## src/pcUnit_settings.svh

```systemverilog
`ifndef PCUNIT_SETTINGS_SVH
`define PCUNIT_SETTINGS_SVH

// Address and instruction word width
`define PC_WIDTH 16

// Instruction word fields
`define OPCODE_WIDTH  4
`define OPERAND_WIDTH 12

// Opcodes
`define OP_NEXT  4'h0
`define OP_JREL  4'h1
`define OP_JABS  4'h2
`define OP_RETI0 4'h3
`define OP_RETI1 4'h4

// Sequential step in bytes
`define PC_STEP 2

// Interrupt vectors
`define INT0_VECTOR 16'h0004
`define INT1_VECTOR 16'h0008

// Address after reset
`define RESET_PC 16'h0000

`endif

```

## src/pcPkg.sv

```systemverilog
`default_nettype none

`include "pcUnit_settings.svh"

package pcPkg;

	// Widths that carry a meaning
	typedef logic [`PC_WIDTH-1:0] addrT;
	typedef logic [`PC_WIDTH-1:0] instrT;
	typedef logic [`OPCODE_WIDTH-1:0] opcodeT;
	typedef logic [`OPERAND_WIDTH-1:0] operandT;

	// Adder base
	typedef enum logic {
		BASE_PC,
		BASE_ZERO
	} baseSelT;

	// Adder offset
	typedef enum logic {
		OFFSET_TWO,
		OFFSET_DATA
	} offsetSelT;

	// Source of the next address
	typedef enum logic [2:0] {
		NEXT_SUM,
		NEXT_INTV0,
		NEXT_INTV1,
		NEXT_INTR0,
		NEXT_INTR1
	} nextSelT;

	// APB read master states
	typedef enum logic [1:0] {
		IDLE,
		SETUP,
		ACCESS
	} fetchStateT;

endpackage

`default_nettype wire

```

## src/instrDecode.sv

```systemverilog
`default_nettype none

`include "pcUnit_settings.svh"

module instrDecode (
	input  wire logic            CLK,
	input  wire logic            rstN,
	input  wire pcPkg::instrT    instr,
	input  wire logic            instrValid,
	input  wire logic            int0Req,
	input  wire logic            int1Req,
	output logic                 pcLoad,
	output pcPkg::baseSelT       baseSel,
	output pcPkg::offsetSelT     offsetSel,
	output pcPkg::nextSelT       nextSel,
	output logic                 ldInt0,
	output logic                 ldInt1,
	output pcPkg::addrT          pcData
);

	localparam int ExtWidth = `PC_WIDTH - `OPERAND_WIDTH;

	pcPkg::opcodeT  opcode;
	pcPkg::operandT operand;
	logic           isNext;
	logic           isReti0;
	logic           isReti1;
	logic           take0;
	logic           take1;
	logic           inService0;
	logic           inService1;

	assign opcode  = instr[`PC_WIDTH-1 -: `OPCODE_WIDTH];
	assign operand = instr[`OPERAND_WIDTH-1:0];

	assign isReti0 = (opcode == `OP_RETI0);
	assign isReti1 = (opcode == `OP_RETI1);

	// Unknown opcodes fall through as NEXT
	assign isNext = (opcode != `OP_JREL) && (opcode != `OP_JABS) && !isReti0 && !isReti1;

	// Level 0 first, each only when idle
	assign take0 = instrValid && isNext && int0Req && !inService0;
	assign take1 = instrValid && isNext && !take0 && int1Req && !inService1;

	assign pcLoad = instrValid;
	assign ldInt0 = take0;
	assign ldInt1 = take1;

	always_comb begin
		baseSel   = pcPkg::BASE_PC;
		offsetSel = pcPkg::OFFSET_TWO;
		nextSel   = pcPkg::NEXT_SUM;
		pcData    = {{ExtWidth{1'b0}}, operand};
		case (opcode)
			`OP_JREL: begin
				offsetSel = pcPkg::OFFSET_DATA;
				pcData    = {{ExtWidth{operand[`OPERAND_WIDTH-1]}}, operand};
			end
			`OP_JABS: begin
				baseSel   = pcPkg::BASE_ZERO;
				offsetSel = pcPkg::OFFSET_DATA;
			end
			`OP_RETI0: begin
				nextSel = pcPkg::NEXT_INTR0;
			end
			`OP_RETI1: begin
				nextSel = pcPkg::NEXT_INTR1;
			end
			default: begin
				if (take0) begin
					nextSel = pcPkg::NEXT_INTV0;
				end else if (take1) begin
					nextSel = pcPkg::NEXT_INTV1;
				end
			end
		endcase
	end

	// In-service flags move with the PC update
	always_ff @(posedge CLK) begin
		if (!rstN) begin
			inService0 <= 1'b0;
			inService1 <= 1'b0;
		end else if (instrValid) begin
			if (take0) begin
				inService0 <= 1'b1;
			end else if (isReti0) begin
				inService0 <= 1'b0;
			end
			if (take1) begin
				inService1 <= 1'b1;
			end else if (isReti1) begin
				inService1 <= 1'b0;
			end
		end
	end

endmodule

`default_nettype wire

```

## src/programCounter.sv

```systemverilog
`default_nettype none

`include "pcUnit_settings.svh"

module programCounter (
	input  wire logic              CLK,
	input  wire logic              rstN,
	input  wire logic              pcLoad,
	input  wire pcPkg::baseSelT    baseSel,
	input  wire pcPkg::offsetSelT  offsetSel,
	input  wire pcPkg::nextSelT    nextSel,
	input  wire logic              ldInt0,
	input  wire logic              ldInt1,
	input  wire pcPkg::addrT       pcData,
	output pcPkg::addrT            pcA,
	output pcPkg::addrT            pcNext
);

	localparam pcPkg::addrT Step = pcPkg::addrT'(`PC_STEP);

	pcPkg::addrT baseVal;
	pcPkg::addrT offsetVal;
	pcPkg::addrT sum;
	pcPkg::addrT retAddr;
	pcPkg::addrT intRet0;
	pcPkg::addrT intRet1;

	// Base plus offset covers NEXT, JREL and JABS
	always_comb begin
		if (baseSel == pcPkg::BASE_ZERO) begin
			baseVal = '0;
		end else begin
			baseVal = pcA;
		end
		if (offsetSel == pcPkg::OFFSET_DATA) begin
			offsetVal = pcData;
		end else begin
			offsetVal = Step;
		end
		sum = baseVal + offsetVal;
	end

	// Address to come back to after an interrupt
	assign retAddr = pcA + Step;

	always_comb begin
		case (nextSel)
			pcPkg::NEXT_INTV0: pcNext = `INT0_VECTOR;
			pcPkg::NEXT_INTV1: pcNext = `INT1_VECTOR;
			pcPkg::NEXT_INTR0: pcNext = intRet0;
			pcPkg::NEXT_INTR1: pcNext = intRet1;
			default:           pcNext = sum;
		endcase
	end

	always_ff @(posedge CLK) begin
		if (!rstN) begin
			pcA <= `RESET_PC;
		end else if (pcLoad) begin
			pcA <= pcNext;
		end
	end

	// Return registers
	always_ff @(posedge CLK) begin
		if (ldInt0) begin
			intRet0 <= retAddr;
		end
		if (ldInt1) begin
			intRet1 <= retAddr;
		end
	end

endmodule

`default_nettype wire

```

## src/fetchPort.sv

```systemverilog
`default_nettype none

module fetchPort (
	input  wire logic           CLK,
	input  wire logic           rstN,
	input  wire pcPkg::addrT    pcA,
	output pcPkg::addrT         paddr,
	output logic                psel,
	output logic                penable,
	output logic                pwrite,
	input  wire pcPkg::instrT   prdata,
	input  wire logic           pready,
	output pcPkg::instrT        instr,
	output logic                instrValid
);

	pcPkg::fetchStateT state;
	pcPkg::fetchStateT stateNext;
	logic              startFetch;
	logic              done;

	// Transfer completes when psel, penable and pready are all high
	assign done = (state == pcPkg::ACCESS) && pready;

	// Wait out the instrValid cycle so pcA has settled
	assign startFetch = (state == pcPkg::IDLE) && !instrValid;

	always_comb begin
		stateNext = state;
		case (state)
			pcPkg::IDLE: begin
				if (startFetch) begin
					stateNext = pcPkg::SETUP;
				end
			end
			pcPkg::SETUP: begin
				stateNext = pcPkg::ACCESS;
			end
			pcPkg::ACCESS: begin
				if (pready) begin
					stateNext = pcPkg::IDLE;
				end
			end
			default: begin
				stateNext = pcPkg::IDLE;
			end
		endcase
	end

	always_ff @(posedge CLK) begin
		if (!rstN) begin
			state      <= pcPkg::IDLE;
			instrValid <= 1'b0;
		end else begin
			state      <= stateNext;
			instrValid <= done;
		end
	end

	// Address held from SETUP through any wait states
	always_ff @(posedge CLK) begin
		if (startFetch) begin
			paddr <= pcA;
		end
	end

	always_ff @(posedge CLK) begin
		if (done) begin
			instr <= prdata;
		end
	end

	assign psel    = (state != pcPkg::IDLE);
	assign penable = (state == pcPkg::ACCESS);

	// Read-only master
	assign pwrite = 1'b0;

endmodule

`default_nettype wire

```

## src/pcSubsystem.sv

```systemverilog
`default_nettype none

module pcSubsystem (
	input  wire logic           CLK,
	input  wire logic           rstN,
	output pcPkg::addrT         paddr,
	output logic                psel,
	output logic                penable,
	output logic                pwrite,
	input  wire pcPkg::instrT   prdata,
	input  wire logic           pready,
	input  wire logic           int0Req,
	input  wire logic           int1Req,
	output pcPkg::addrT         pcA,
	output logic                instrValid
);

	pcPkg::instrT      instr;
	logic              pcLoad;
	pcPkg::baseSelT    baseSel;
	pcPkg::offsetSelT  offsetSel;
	pcPkg::nextSelT    nextSel;
	logic              ldInt0;
	logic              ldInt1;
	pcPkg::addrT       pcData;

	instrDecode instrDecode_inst (
		.CLK        (CLK),
		.rstN       (rstN),
		.instr      (instr),
		.instrValid (instrValid),
		.int0Req    (int0Req),
		.int1Req    (int1Req),
		.pcLoad     (pcLoad),
		.baseSel    (baseSel),
		.offsetSel  (offsetSel),
		.nextSel    (nextSel),
		.ldInt0     (ldInt0),
		.ldInt1     (ldInt1),
		.pcData     (pcData)
	);

	// Lookahead address is not needed while only one fetch is in flight
	programCounter programCounter_inst (
		.CLK       (CLK),
		.rstN      (rstN),
		.pcLoad    (pcLoad),
		.baseSel   (baseSel),
		.offsetSel (offsetSel),
		.nextSel   (nextSel),
		.ldInt0    (ldInt0),
		.ldInt1    (ldInt1),
		.pcData    (pcData),
		.pcA       (pcA),
		.pcNext    ()
	);

	fetchPort fetchPort_inst (
		.CLK        (CLK),
		.rstN       (rstN),
		.pcA        (pcA),
		.paddr      (paddr),
		.psel       (psel),
		.penable    (penable),
		.pwrite     (pwrite),
		.prdata     (prdata),
		.pready     (pready),
		.instr      (instr),
		.instrValid (instrValid)
	);

endmodule

`default_nettype wire

```

## config.mk

```make
export PLATFORM = sky130hd
export DESIGN_NAME = pcSubsystem
export DESIGN_NICKNAME = d
export VERILOG_FILES = /design/src/pcPkg.sv /design/src/instrDecode.sv /design/src/programCounter.sv /design/src/fetchPort.sv /design/src/pcSubsystem.sv
export VERILOG_INCLUDE_DIRS = /design/src
export SDC_FILE = /design/constraint.sdc
export NUM_CORES = 1
export LEC_CHECK = 0
export BUFFER_PORTS_ARGS = -buffer_cell sky130_fd_sc_hd__buf_2
export CAP_MARGIN = 20
export CORE_UTILIZATION = 63
export DETAILED_ROUTE_END_ITERATION = 16
export PLACE_DENSITY_LB_ADDON = 0.3
export SLEW_MARGIN = 20
export SYNTH_ARGS = -nofsm -noshare
export SYNTH_HDL_FRONTEND = slang
export SYNTH_HIERARCHICAL = 1
export SYNTH_SLANG_ARGS = --single-unit
```

## constraint.sdc

```tcl
create_clock -name CLK -period 10.8 [get_ports CLK]
set_input_delay 2.16 -clock CLK [delete_from_list [all_inputs] [get_ports CLK]]
set_output_delay 2.16 -clock CLK [all_outputs]
set_load 0.005 [all_outputs]
```

======== Yosys cells after proc, flatten, opt, wreduce, memory -nomap -nowiden ========
Cells that the tools add are included.
word-level totals
  word-level logic and storage cells ...... 66
  output and inout port bits .............. 36
  input bits .............................. 21
  flip-flop bits (word level) ............. 85
operators by class
  $add $sub $neg .......................... 2
  equality and inequality tests ........... 14
  mux-type cells .......................... 16
  reduce and logical (&&, ||, !) cells .... 25
operators with widths
  kind                                           number
  one-hot mux 16 bit (4 select lines)            1
  2-to-1 mux 16 bit                              3
  adder 16 bit                                   1
  adder 16 x 2 -> 16 bit, second input constant  1
  logical AND 1 bit                              11
  one-hot mux 3 bit (3 select lines)             1
  == test 4 x 2 -> 1 bit, second input constant  2
  == test 3 x 2 -> 1 bit, second input constant  2
  logical NOT 1 bit                              6
  2-to-1 mux 1 bit                               6
  2-to-1 mux 2 bit                               3
  one-hot mux 2 bit (3 select lines)             1
  AND reduction 2 bit                            3
  nonzero test 2 bit                             3
  == test 4 x 1 -> 1 bit, second input constant  1
  == test 4 x 3 -> 1 bit, second input constant  1
  != test 2 x 1 -> 1 bit, second input constant  2
  != test 4 x 1 -> 1 bit, second input constant  1
  != test 4 x 2 -> 1 bit, second input constant  1
  == test 3 x 1 -> 1 bit, second input constant  1
  == test 3 bit, second input constant           1
  2-to-1 mux 3 bit                               1
  == test 2 x 1 -> 1 bit, second input constant  1
  == test 2 bit, second input constant           1
  other kinds (2)                                2

======== Longest topological paths before layout ========
Gate-level depths: netlist of the first run.
  depth in word-level cells ............... 16
  gate-level depth with buffers ........... 12
  mapped depth without buffers ............ 11

======== Cells and area by module ========
The synthesis of the first run kept the hierarchy.
modules (own cells, without submodules)
  module          instances  area an instance (um^2)  cells an instance  seq. area each (um^2)
  programCounter  1          3223.1                   339                1281.2
  fetchPort       1          1102.3                   46                 1021.0
  instrDecode     1          332.8                    46                 40.0

======== Worst setup path after synthesis of the first run ========
No wires, ideal clock.
  path type ............................... input port to flip-flop
  start point ............................. input int0Req
  end point ............................... register programCounter_inst.pcA[14]
  cell stages on the path ................. 7
  data arrival time ....................... 3.921 ns
  required time ........................... 10.722 ns
  setup slack ............................. 6.802 ns
  buffers on the path ..................... 0
  library setup time ...................... 0.078 ns
  cell sequence ........................... or2b_1 o21ai_1 inv_1 nor3_1 a22oi_1 and3_1 nor3_1
on the way
  elaborated cells on any way between the ends .. 14
  classes of those cells .................. eq/ne (4); mux (4); reduce/logical (6)
RTL lines
  element                                      line                  text
  start: declaration                           pcSubsystem.sv:12     input wire logic int0Req,
  logical AND 1 bit (*) (2 in a row)           instrDecode.sv:43     assign take0 = instrValid && isNext && int0Req && !inService0;
  2-to-1 mux 3 bit (*)                         instrDecode.sv:71     if (take0) begin
  one-hot mux 3 bit (3 select lines) (*)       instrDecode.sv:55     case (opcode)
  named net nextSel[0]                         pcSubsystem.sv:22     pcPkg::nextSelT nextSel;
  == test 3 bit, or another cell as far along  programCounter.sv:47  case (nextSel)
  one-hot mux 16 bit (4 select lines) (*)      programCounter.sv:47
  end signal: assignment                       programCounter.sv:58  pcA <= `RESET_PC;
  end signal: assignment                       programCounter.sv:60  pcA <= pcNext;
  end: declaration                             programCounter.sv:15  output pcPkg::addrT pcA,
The timed path passes the listed nets; every way through them passes the cells marked *.
A chain may end at the register's enable or synchronous reset.

======== Worst setup path after layout of the first run ========
  start point ............................. input int0Req
  end point ............................... register programCounter_inst.pcA[14]
on the way
  cells in the longest elaborated chain, start to end .. 11
  elaborated cells on any way between the ends .. 14
  classes of those cells .................. eq/ne (4); mux (4); reduce/logical (6)
RTL lines
  element                                      line                  text
  logical AND 1 bit (*) (2 in a row)           instrDecode.sv:43
  logical NOT 1 bit                            instrDecode.sv:44     assign take1 = instrValid && isNext && !take0 && int1Req && !inService1;
  logical AND 1 bit (3 in a row)               instrDecode.sv:44
  2-to-1 mux 2 bit                             instrDecode.sv:73     end else if (take1) begin
  2-to-1 mux 3 bit (*)                         instrDecode.sv:71
  one-hot mux 3 bit (3 select lines) (*)       instrDecode.sv:55
  named net nextSel[1]                         pcSubsystem.sv:22
  == test 3 bit, or another cell as far along  programCounter.sv:47
  one-hot mux 16 bit (4 select lines) (*)      programCounter.sv:47
Marked as above.

==> insert_results.sql, run 1 <==
INSERT INTO impl_metrics (metric_group, metric, value, unit) VALUES
('status', 'run_status', 'completed', ''),
('setup_path', 'timing.setup.critical_path_class', 'input port to flop', ''),
('timing', 'worst_rel_slew_slack', '35.3', '%'),
('worst_hold_path', 'depth_of_the_worst_hold_timing_path', '2', ''),
('power_and_ir_drop', 'irDropWorstVdd', '0.0766', 'mV'),
('global_routing', 'grt_max_degree', '37', ''),
('clock_tree', 'path_clk_slew', '0.09', 'ns'),
('timing', 'grt_setup_unrepaired', 'no', ''),
('clock_tree', 'clock_sinks', '85', ''),
('setup_path', 'worst_reg2reg_startpoint', 'fetchPort_inst/instr[15]', ''),
('cells_and_area', 'num_antenna_cells', '0', ''),
('global_routing', 'antenna_found_initial', '0', ''),
('synth', 'post_syn_instances', '417', ''),
('setup_path', 'timing.rr.end', 'programCounter_inst/pcA[14]', ''),
('cells_and_area', 'nNetsFinal', '493', ''),
('timing', 'timing.final.setup_violations', '0', ''),
('setup_path', 'worst_setup_slack_for_register_to_register_paths', '7.11', 'ns'),
('power_and_ir_drop', 'comb_power_share', '8.4', '%'),
('synth', 'synth.net_count', '455', ''),
('setup_path', 'required', '11.09', 'ns'),
('clock_tree', 'max-clock-path-buffers', '2', ''),
('timing', 'worstMarginPinSlew', '0.970', 'ns'),
('route', 'detail-route-antenna-nets', '0', ''),
('floorplan', 'floorplan.initialDensity', '66.6', '%'),
('route', 'drt_first_pass_iters', '6', ''),
('timing', 'final.setup_skew', '0.0106', 'ns'),
('power_and_ir_drop', 'switching_share', '23.2', '%'),
('setup_path', 'setup.worst_path.end_class', 'flop', ''),
('floorplan', 'boundaryPins', '57', ''),
('timing', 'setup_total_negative_slack', '0', 'ns'),
('timing', 'period_share', '43.9', '%'),
('setup_path', 'crit_arrival', '5.03', 'ns'),
('timing', 'worst_hold_slack', '0.489', 'ns'),
('floorplan', 'core', '6910', 'sq um'),
('synth', 'yosys_warnings', '6', ''),
('synth', 'avgSynthCellArea', '11.0', 'sq um'),
('setup_path', 'critical_path_peak_fanout', '11', ''),
('cells_and_area', 'synthToLayoutAreaGrowth', '9.58', '%'),
('setup_path', 'worstRegToRegCells', '10', ''),
('power_and_ir_drop', 'power_report.internal_total', '0.505', 'mW'),
('timing', 'max_clock_freq', '0.211', 'GHz'),
('placement', 'io_buffer_count', '55', ''),
('route', 'routed_wire_length_per_instance', '17.5', 'um'),
('clock_tree', 'cts_hold_repair.buffers', '0', ''),
('global_routing', 'grt-ovfl-total', '0', ''),
('global_routing', 'global_route_wire_length_before_repair', '15300', 'um'),
('floorplan', 'die-width', '87.4', 'um'),
('placement', 'final_hpwl_dp', '6980', 'um'),
('route', 'route.final.wire_length', '9730', 'um'),
('placement', 'gpl.final_weighted_congestion', '0.885', ''),
('floorplan', 'die-height', '87.4', 'um'),
('job', 'max_cap_violations', '0', ''),
('clock_tree', 'post-cts-setup-buffer-count', '0', ''),
('worst_hold_path', 'hp-start', 'instrDecode_inst/inService1', ''),
('clock_tree', 'cts_max_level', '3', ''),
('worst_hold_path', 'hold_class', 'flop to flop', ''),
('power_and_ir_drop', 'power_frac_seq', '56.9', '%'),
('clock_tree', 'clock-root-buffer', 'sky130_fd_sc_hd__clkbuf_8', ''),
('setup_path', 'start_kind', 'input port', ''),
('cells_and_area', 'drive_above_1_share', '19.6', '%'),
('power_and_ir_drop', 'power_leakage', '1.99', 'nW'),
('route', 'total_number_of_vias', '3486', ''),
('clock_tree', 'cts-buffers-inserted', '9', ''),
('synth', 'synth_area', '4600', 'sq um'),
('global_routing', 'first_global_vias', '3111', ''),
('floorplan', 'fp-row-count', '30', ''),
('timing', 'final-hold-violation-count', '0', ''),
('route', 'number_of_violations_reported_at_the_end_of_detailed_routing_iteration_0', '421', ''),
('route', 'drc_errors_left', '0', ''),
('timing', 'final_critical_period', '4.75', 'ns'),
('clock_tree', 'cts_tree', 'yes', ''),
('worst_hold_path', 'worstHoldEndpoint', 'instrDecode_inst/inService1', ''),
('power_and_ir_drop', 'total_switching_power', '0.153', 'mW'),
('timing', 'drv_slew', '0', ''),
('clock_tree', 'cts-resized-gates', '0', ''),
('route', 'drt-vias-per-instance', '6.27', ''),
('global_routing', 'grt_use_total', '27.0', '%'),
('clock_tree', 'clock_insertion_delay_worst_skew', '0.35', 'ns'),
('power_and_ir_drop', 'share_clk_of_total_power', '34.7', '%'),
('power_and_ir_drop', 'p_per_area', '131', 'nW/um^2'),
('floorplan', 'die_area', '7640', 'sq um');
power by group through the flow:
stage	logic [mW]	clock network, mW	registers [mW]
after floorplan	0.0316	0	0.382
after global placement	0.0530	0	0.381
after detailed placement	0.0549	0	0.382
after CTS	0.0550	0.232	0.375
after global routing	0.0612	0.245	0.376
final	0.0552	0.229	0.374
worst max-delay path: stages:
cell and delay, ns:
sky130_fd_sc_hd__buf_2 0.11, sky130_fd_sc_hd__or2b_1 0.20, sky130_fd_sc_hd__nand3b_1 0.15, sky130_fd_sc_hd__o21ai_1 0.62, sky130_fd_sc_hd__inv_1 0.27, sky130_fd_sc_hd__nor3_1 0.84, sky130_fd_sc_hd__a22oi_1 0.24, sky130_fd_sc_hd__nand3_1 0.17
sky130_fd_sc_hd__mux2i_1 0.09, sky130_fd_sc_hd__nor3_1 0.17
flip-flops by register name, indices dropped and copies added, names as in the netlist:
name / cells
fetchPort_inst/instr: 16
fetchPort_inst/paddr: 16
programCounter_inst/intRet0: 16
programCounter_inst/intRet1: 16
programCounter_inst/pcA: 16
fetchPort_inst/state: 2
fetchPort_inst/instrValid: 1
instrDecode_inst/inService0: 1
instrDecode_inst/inService1: 1
how the worst max path moves through the flow:
stage,startpoint,endpoint,slack [ns]
6_report,int0Req,programCounter_inst/pcA[14],6.05
2_1_floorplan,int0Req,programCounter_inst/pcA[14],6.83
4_1_cts,int0Req,programCounter_inst/pcA[14],6.14
5_1_grt,int0Req,programCounter_inst/pcA[14],5.96
3_3_place_gp,int0Req,programCounter_inst/pcA[14],5.92
3_5_place_dp,int0Req,programCounter_inst/pcA[14],5.78
metrics by stage:
step / cell area [sq um] / setup WS [ns] / total power [mW] / util, % / cells
floorplan: 4600 / 6.83 / 0.414 / - / 417
global placement: 4830 / 5.92 / 0.434 / 69.9 / 540
detailed placement: 4830 / 5.78 / 0.437 / 69.9 / 540
CTS: 5040 / 6.14 / 0.662 / 72.9 / 556
global route: 5040 / 5.96 / 0.682 / 72.9 / 556
finish: 5040 / 6.05 / 0.658 / 72.9 / 556
placed cells by master (no fill, tap or decap), types with 4 or more instances in the layout:
master                      n
sky130_fd_sc_hd__xnor2_1   15
sky130_fd_sc_hd__mux2i_1    9
sky130_fd_sc_hd__nor3_1    10
sky130_fd_sc_hd__a21o_1     6
sky130_fd_sc_hd__dfxtp_1   21
sky130_fd_sc_hd__nand2_1   25
sky130_fd_sc_hd__nand3_1    7
sky130_fd_sc_hd__buf_2     55
sky130_fd_sc_hd__clkbuf_8  10
sky130_fd_sc_hd__a31oi_1    8
sky130_fd_sc_hd__ha_1      16
sky130_fd_sc_hd__nor2_1    27
sky130_fd_sc_hd__xor2_1     6
sky130_fd_sc_hd__and3_1     8
sky130_fd_sc_hd__inv_1      9
sky130_fd_sc_hd__and2_1    20
sky130_fd_sc_hd__nand3b_1   4
sky130_fd_sc_hd__a22oi_1   10
sky130_fd_sc_hd__nor2b_1   16
sky130_fd_sc_hd__or3_1      4
sky130_fd_sc_hd__o21a_1     4
sky130_fd_sc_hd__a21oi_1   13
sky130_fd_sc_hd__o21ai_0   16
sky130_fd_sc_hd__edfxtp_1  64
final cells by class:
class / instances / area, sq um
multi-input cells: 291 / 2030
well taps: 96 / 120
fillers: 534 / 1870
inverters: 10 / 37.5
clock buffers: 10 / 138
flip-flops and latches: 85 / 2340
repair buffers: 58 / 298
clock inverters: 6 / 68.8
per-layer routing:
metal / part of all wire [%] / track usage [%] / wire [um]
met4: 2.5 / 11.0 / 239
met1: 45 / 36.5 / 4340
met3: 6.8 / 3.98 / 661
met2: 46 / 43.6 / 4480
met5: 0 / 0 / 0
Note: power is estimated with default switching activity, not from simulation.
==> run 2, diff against run 1 <==
--- a/config.mk
+++ b/config.mk
@@ -8,7 +8,7 @@
 export LEC_CHECK = 0
 export BUFFER_PORTS_ARGS = -buffer_cell sky130_fd_sc_hd__buf_2
 export CAP_MARGIN = 20
-export CORE_UTILIZATION = 63
+export CORE_UTILIZATION = 58
 export DETAILED_ROUTE_END_ITERATION = 16
 export PLACE_DENSITY_LB_ADDON = 0.3
 export SLEW_MARGIN = 20
==> constraint.sdc (replaced) <==
create_clock -name CLK -period 4.6 [get_ports CLK]
set_input_delay 0.92 -clock CLK [delete_from_list [all_inputs] [get_ports CLK]]
set_output_delay 0.92 -clock CLK [all_outputs]
set_load 0.005 [all_outputs]
==> run 2 against run 1 <==
Against the previous run: hold slack worse by 0.0026 ns; final area is 0.32% lower; clock power is 110% higher.
==> insert_results.sql, run 2 (synthesis results as in run 1) <==
INSERT INTO impl_metrics (metric_group, metric, value, unit) VALUES
('clock_tree', 'clock-root-buffer', 'sky130_fd_sc_hd__clkbuf_8', ''),
('power_and_ir_drop', 'switching_share', '24.6', '%'),
('global_routing', 'global_route_wire_length_before_repair', '15700', 'um'),
('cells_and_area', 'fillerInstances', '613', ''),
('power_and_ir_drop', 'power_leakage', '1.98', 'nW'),
('timing', 'final.setup_skew', '0.00900', 'ns'),
('floorplan', 'floorplan.initialDensity', '59.8', '%'),
('setup_path', 'crit_cells', '10', ''),
('clock_tree', 'cts_hold_repair.buffers', '0', ''),
('timing', 'worst_rel_slew_slack', '30.9', '%'),
('timing', 'worstMarginPinSlew', '1.04', 'ns'),
('global_routing', 'grt_max_degree', '37', ''),
('global_routing', 'grt_use_total', '24.6', '%'),
('placement', 'dpl_cell_area', '4850', 'sq um'),
('cells_and_area', 'final_common_cell', 'sky130_fd_sc_hd__edfxtp_1', ''),
('timing', 'max_clock_freq', '0.274', 'GHz'),
('power_and_ir_drop', 'total_switching_power', '0.364', 'mW'),
('setup_path', 'endpoint', 'programCounter_inst/pcA[14]', ''),
('cells_and_area', 'mostFrequentLayoutCells', 'sky130_fd_sc_hd__edfxtp_1 (64), sky130_fd_sc_hd__buf_2 (55), sky130_fd_sc_hd__nor2_1 (27)', ''),
('clock_tree', 'cts_tree', 'yes', ''),
('floorplan', 'die-height', '91.0', 'um'),
('power_and_ir_drop', 'power_frac_seq', '59.4', '%'),
('global_routing', 'first_global_vias', '3134', ''),
('setup_path', 'crit_arrival', '3.93', 'ns'),
('cells_and_area', 'synthToLayoutAreaGrowth', '9.23', '%'),
('power_and_ir_drop', 'power_report.internal_total', '1.12', 'mW'),
('route', 'route.final.wire_length', '9740', 'um'),
('setup_path', 'worst_path_largest_cell_delay', '0.61', 'ns'),
('route', 'detail-route-antenna-nets', '0', ''),
('setup_path', 'cpMaxStageDelayCell', 'sky130_fd_sc_hd__nor2_1', ''),
('route', 'drt_first_pass_iters', '5', ''),
('status', 'run_status', 'completed', ''),
('route', 'number_of_violations_reported_at_the_end_of_detailed_routing_iteration_0', '301', ''),
('setup_path', 'path_cells', 'or2_1 > nor2_1 > nand2b_1 > fa_1 > a21o_1 > a221oi_4 > o221ai_2 > a311o_1 > mux2i_1 > nor3_1', ''),
('floorplan', 'boundaryPins', '57', ''),
('route', 'total_number_of_vias', '3421', ''),
('cells_and_area', 'num_antenna_cells', '0', ''),
('setup_path', 'critPathBufInv', '0', ''),
('timing', 'drv_slew', '0', ''),
('power_and_ir_drop', 'share_clk_of_total_power', '31.9', '%'),
('setup_path', 'required', '4.88', 'ns'),
('placement', 'final_hpwl_dp', '6900', 'um'),
('global_routing', 'grt.busiest_layer', 'met2', ''),
('setup_path', 'worstRegToRegCells', '10', ''),
('clock_tree', 'max-clock-path-buffers', '2', ''),
('placement', 'io_buffer_count', '55', ''),
('placement', 'gpl.final_weighted_congestion', '0.897', ''),
('power_and_ir_drop', 'irDropWorstVdd', '0.171', 'mV'),
('timing', 'final_critical_period', '3.65', 'ns'),
('setup_path', 'critical_path.top_delay_family', 'simple AND/OR/NAND/NOR gates', ''),
('power_and_ir_drop', 'p_per_area', '295', 'nW/um^2'),
('worst_hold_path', 'hold_class', 'flop to flop', ''),
('setup_path', 'worst_reg2reg_startpoint', 'fetchPort_inst/instr[15]', ''),
('route', 'drt-vias-per-instance', '6.08', ''),
('clock_tree', 'path_clk_slew', '0.08', 'ns'),
('setup_path', 'timing.setup.critical_path_class', 'flop to flop', ''),
('setup_path', 'setup.worst_path.end_class', 'flop', ''),
('floorplan', 'die_area', '8290', 'sq um'),
('global_routing', 'antenna_found_initial', '0', ''),
('setup_path', 'worst_setup_slack_for_register_to_register_paths', '0.95', 'ns'),
('cells_and_area', 'layout.cell_area.non_filler', '5020', 'sq um'),
('timing', 'timing.final.setup_violations', '0', ''),
('power_and_ir_drop', 'comb_power_share', '8.7', '%'),
('route', 'drc_errors_left', '0', ''),
('clock_tree', 'post-cts-setup-buffer-count', '0', ''),
('floorplan', 'fp-row-count', '32', ''),
('clock_tree', 'cts-buffers-inserted', '9', ''),
('global_routing', 'grt-ovfl-total', '0', ''),
('timing', 'period_share', '79.5', '%'),
('setup_path', 'timing.rr.end', 'programCounter_inst/pcA[14]', ''),
('timing', 'setup_total_negative_slack', '0', 'ns'),
('global_routing', 'groute.layer.met3.usage', '4.27', '%'),
('global_routing', 'globalRouteMet1Util', '34.7', '%'),
('floorplan', 'core', '7690', 'sq um'),
('timing', 'final-hold-violation-count', '0', ''),
('clock_tree', 'clock_sinks', '85', ''),
('cells_and_area', 'nNetsFinal', '494', ''),
('job', 'max_cap_violations', '0', ''),
('clock_tree', 'cts_max_level', '3', ''),
('cells_and_area', 'drive_above_1_share', '19.5', '%'),
('route', 'routed_wire_length_per_instance', '17.3', 'um'),
('floorplan', 'die-width', '91.0', 'um'),
('setup_path', 'start_kind', 'flop', ''),
('global_routing', 'global_route.usage.met2', '38.3', '%'),
('clock_tree', 'cts-resized-gates', '0', ''),
('timing', 'grt_setup_unrepaired', 'no', ''),
('clock_tree', 'clock_insertion_delay_worst_skew', '0.36', 'ns'),
('setup_path', 'source_of_the_critical_timing_path', 'fetchPort_inst/instr[15]', ''),
('setup_path', 'critical_path_peak_fanout', '16', '');
run 2: layout make-up:
class / instances / area (sq um) / area share (%)
Timing Repair Buffer: 59 / 305 / 6.08
Inverter: 10 / 37.5 / 0.748
Tap cell: 102 / 128 / 2.54
Multi-Input combinational cell: 291 / 2030 / 40.5
Clock inverter: 6 / 47.5 / 0.947
Sequential cell: 85 / 2340 / 46.6
Clock buffer: 10 / 128 / 2.54
run 2: tightest hold or removal path: stages, from the launching register on:
cell and delay [ns]:
sky130_fd_sc_hd__dfxtp_1 0.32, sky130_fd_sc_hd__nand2_1 0.06, sky130_fd_sc_hd__o32ai_1 0.07
run 2: worst min-delay path by stage:
| stage | from | endpoint | slack, ns | cells after the start |
|---|---|---|---|---|
| 6_report | instrDecode_inst/inService1 | instrDecode_inst/inService1 | 0.49 | 2 |
| 5_1_grt | instrDecode_inst/inService1 | instrDecode_inst/inService1 | 0.51 | 2 |
| 4_1_cts | instrDecode_inst/inService1 | instrDecode_inst/inService1 | 0.49 | 2 |
| 3_5_place_dp | instrDecode_inst/inService1 | instrDecode_inst/inService1 | 0.47 | 2 |
| 3_3_place_gp | instrDecode_inst/inService1 | instrDecode_inst/inService1 | 0.45 | 2 |
| 2_1_floorplan | instrDecode_inst/inService1 | instrDecode_inst/inService1 | 0.44 | 2 |
run 2: metal layers:
metal	vias to the layer above	wire length, um
met5	-	0
met4	0	94
met3	8	697
met2	166	4570
met1	1626	4390
li1	1621	-
run 2: stage by stage:
stage                     power (mW)  utilization [%]  instances  setup slack, ns  hold slack (ns)
final                           1.48             65.3        563            0.945            0.486
after global routing            1.53             65.3        563            0.661            0.509
after CTS                       1.49             65.3        563            0.975            0.487
after detailed placement        1.03             63.0        547            0.993            0.466
after global placement          1.02             63.0        547             1.15            0.455
after floorplan                0.972                -        417             1.06            0.443
run 2: power groups by stage:
stage	clock network (mW)	logic (mW)	registers [mW]
2_1_floorplan	0	0.0741	0.898
3_3_place_gp	0	0.125	0.895
3_5_place_dp	0	0.128	0.897
4_1_cts	0.482	0.129	0.880
5_1_grt	0.507	0.143	0.884
6_report	0.473	0.129	0.880
==> run 3, diff against run 2 <==
--- a/config.mk
+++ b/config.mk
@@ -6,9 +6,10 @@
 export SDC_FILE = /design/constraint.sdc
 export NUM_CORES = 1
 export LEC_CHECK = 0
+export ABC_AREA = 1
 export BUFFER_PORTS_ARGS = -buffer_cell sky130_fd_sc_hd__buf_2
 export CAP_MARGIN = 20
-export CORE_UTILIZATION = 58
+export CORE_UTILIZATION = 59
 export DETAILED_ROUTE_END_ITERATION = 16
 export PLACE_DENSITY_LB_ADDON = 0.3
 export SLEW_MARGIN = 20
==> constraint.sdc (replaced) <==
create_clock -name CLK -period 3.6 [get_ports CLK]
set_input_delay 0.72 -clock CLK [delete_from_list [all_inputs] [get_ports CLK]]
set_output_delay 0.72 -clock CLK [all_outputs]
set_load 0.005 [all_outputs]
==> run 3 against run 2 <==
Against the previous run: the flow now finishes with violations (DRC); maximum frequency is 41% higher; die area increased by 0.44%; area after synthesis grew 2.2%; clock skew rose by 0.0052 ns; critical path depth grew 7; non-clock buffer count increased by 2; via count is 3.3% higher; setup slack better by 0.054 ns; synthesized cell count is 30% higher; first-iteration DRC count decreased by 38%; critical path type unchanged; largest cell class unchanged.
==> insert_results.sql, run 3 <==
INSERT INTO impl_metrics (metric_group, metric, value, unit) VALUES
('cells_and_area', 'nNetsFinal', '626', ''),
('clock_tree', 'clock_insertion_delay_worst_skew', '0.36', 'ns'),
('route', 'drt_first_pass_iters', '11', ''),
('clock_tree', 'cts_tree', 'yes', ''),
('cells_and_area', 'final_common_cell', 'sky130_fd_sc_hd__nand2_1', ''),
('global_routing', 'grt-ovfl-total', '0', ''),
('route', 'routed_wire_length_per_instance', '13.8', 'um'),
('setup_path', 'critical_path_peak_fanout', '16', ''),
('cells_and_area', 'synthToLayoutAreaGrowth', '9.83', '%'),
('cells_and_area', 'layout.cell_area.non_filler', '5160', 'sq um'),
('timing', 'drv_slew', '0', ''),
('placement', 'dpl_cell_area', '4950', 'sq um'),
('floorplan', 'die_area', '8320', 'sq um'),
('route', 'number_of_violations_reported_at_the_end_of_detailed_routing_iteration_0', '187', ''),
('synth', 'post_syn_instances', '544', ''),
('worst_hold_path', 'depth_of_the_worst_hold_timing_path', '0', ''),
('route', 'drt-vias-per-instance', '5.08', ''),
('floorplan', 'die-width', '91.2', 'um'),
('setup_path', 'crit_cells', '17', ''),
('timing', 'grt_setup_unrepaired', 'no', ''),
('status', 'run_status', 'finished, violations left', ''),
('setup_path', 'critical_path.top_delay_family', 'simple AND/OR/NAND/NOR gates', ''),
('timing', 'worst_hold_slack', '0.476', 'ns'),
('power_and_ir_drop', 'power_leakage', '2.63', 'nW'),
('placement', 'io_buffer_count', '55', ''),
('floorplan', 'boundaryPins', '57', ''),
('setup_path', 'path_cells', 'nor2_2 > nand2_1 > nor2_1 > buf_4 > nor2_1 > ha_1 > fa_1 > nand2_1 > nand2_1 > nand3_1 > nand2_1 > nand2_1 > nand3_1 > nand3_2 > nand2_2 > o21bai_2 > inv_1', ''),
('clock_tree', 'clock-root-buffer', 'sky130_fd_sc_hd__clkbuf_8', ''),
('clock_tree', 'clock_sinks', '85', ''),
('timing', 'final.setup_skew', '0.0142', 'ns'),
('setup_path', 'worstRegToRegCells', '17', ''),
('status', 'failed_checks', 'DRC', ''),
('placement', 'final_hpwl_dp', '7420', 'um'),
('cells_and_area', 'fillerInstances', '692', ''),
('placement', 'gpl.final_weighted_congestion', '0.884', ''),
('timing', 'worstMarginPinSlew', '0.745', 'ns'),
('timing', 'period_share', '72.2', '%'),
('clock_tree', 'cts_max_level', '3', ''),
('floorplan', 'core', '7730', 'sq um'),
('clock_tree', 'cts-resized-gates', '0', ''),
('setup_path', 'crit_arrival', '2.85', 'ns'),
('setup_path', 'cpMaxStageDelayCell', 'sky130_fd_sc_hd__edfxtp_1', ''),
('cells_and_area', 'mostFrequentLayoutCells', 'sky130_fd_sc_hd__nand2_1 (115), sky130_fd_sc_hd__inv_1 (104), sky130_fd_sc_hd__edfxtp_1 (64)', ''),
('global_routing', 'antenna_found_initial', '0', ''),
('clock_tree', 'path_clk_slew', '0.09', 'ns'),
('global_routing', 'first_global_vias', '3364', ''),
('timing', 'final-hold-violation-count', '0', ''),
('setup_path', 'setup.worst_path.end_class', 'flop', ''),
('route', 'route.final.wire_length', '9570', 'um'),
('clock_tree', 'post-cts-setup-buffer-count', '0', ''),
('floorplan', 'floorplan.initialDensity', '60.8', '%'),
('synth', 'yosys_warnings', '6', ''),
('route', 'detail-route-antenna-nets', '0', ''),
('floorplan', 'die-height', '91.2', 'um'),
('timing', 'setup_total_negative_slack', '0', 'ns'),
('timing', 'worst_rel_slew_slack', '50.3', '%'),
('synth', 'synth.net_count', '582', ''),
('synth', 'synth_area', '4700', 'sq um'),
('placement', 'preCtsSetupSlack', '1.03', 'ns'),
('timing', 'timing.final.setup_violations', '0', ''),
('setup_path', 'critical-path-top-cell-by-count', 'sky130_fd_sc_hd__nand2_1', ''),
('clock_tree', 'cts_hold_repair.buffers', '0', ''),
('power_and_ir_drop', 'irDropWorstVdd', '0.254', 'mV'),
('synth', 'avgSynthCellArea', '8.63', 'sq um'),
('power_and_ir_drop', 'p_per_area', '393', 'nW/um^2'),
('route', 'total_number_of_vias', '3534', ''),
('setup_path', 'critPathBufInv', '2', ''),
('setup_path', 'start_kind', 'flop', ''),
('timing', 'final_critical_period', '2.60', 'ns'),
('clock_tree', 'cts-buffers-inserted', '9', ''),
('global_routing', 'grt_max_degree', '21', ''),
('setup_path', 'timing.setup.critical_path_class', 'flop to flop', ''),
('setup_path', 'required', '3.85', 'ns'),
('cells_and_area', 'drive_above_1_share', '18.0', '%'),
('clock_tree', 'max-clock-path-buffers', '2', ''),
('global_routing', 'grt_use_total', '24.7', '%'),
('global_routing', 'global_route_wire_length_before_repair', '15700', 'um'),
('job', 'max_cap_violations', '0', ''),
('floorplan', 'fp-row-count', '32', ''),
('worst_hold_path', 'hold_class', 'flop to flop', ''),
('setup_path', 'worst_path_largest_cell_delay', '0.42', 'ns'),
('timing', 'max_clock_freq', '0.385', 'GHz'),
('cells_and_area', 'num_antenna_cells', '0', ''),
('timing', 'layout_setup_ws', '0.999', 'ns'),
('route', 'drc_errors_left', '1', '');
==> run 3: path summary, 6_finish.rpt <==
path	startpoint	endpoint	slack (ns)
max	fetchPort_inst/instr[15]	programCounter_inst/pcA[10]	1.0
min	programCounter_inst/pcA[6]	fetchPort_inst/paddr[6]	0.48
max reg2reg	fetchPort_inst/instr[15]	programCounter_inst/pcA[10]	1.0
min reg2reg	programCounter_inst/pcA[6]	fetchPort_inst/paddr[6]	0.48
==> run 3: power by group <==
group	switching [mW]	internal [mW]
clock network	0.342	0.346
registers	0.0230	1.11
logic	0.125	0.0788
==> run 3: stage by stage <==
step | std cells | total power, mW | util (%)
after floorplan | 544 | 1.28 | -
after global placement | 679 | 1.36 | 64.1
after detailed placement | 679 | 1.37 | 64.1
after CTS | 695 | 2.05 | 66.8
after global routing | 695 | 2.11 | 66.8
final | 695 | 2.03 | 66.8
==> run 3: area by class of cell <==
type,instances,area (sq um),area share (%)
Clock inverter,6,68.8,1.33
Inverter,111,417,8.08
Clock buffer,10,138,2.67
Sequential cell,85,2340,45.4
Tap cell,102,128,2.47
Multi-Input combinational cell,320,1750,33.8
Timing Repair Buffer,61,320,6.21
==> run 3: routing by layer <==
layer  routed length (um)  track usage (%)  vias up
li1                     -                -     1799
met3                  379             3.35        9
met4                  100             9.52        0
met1                 4160             30.5     1647
met5                    0                0        -
met2                 4920             43.7       79
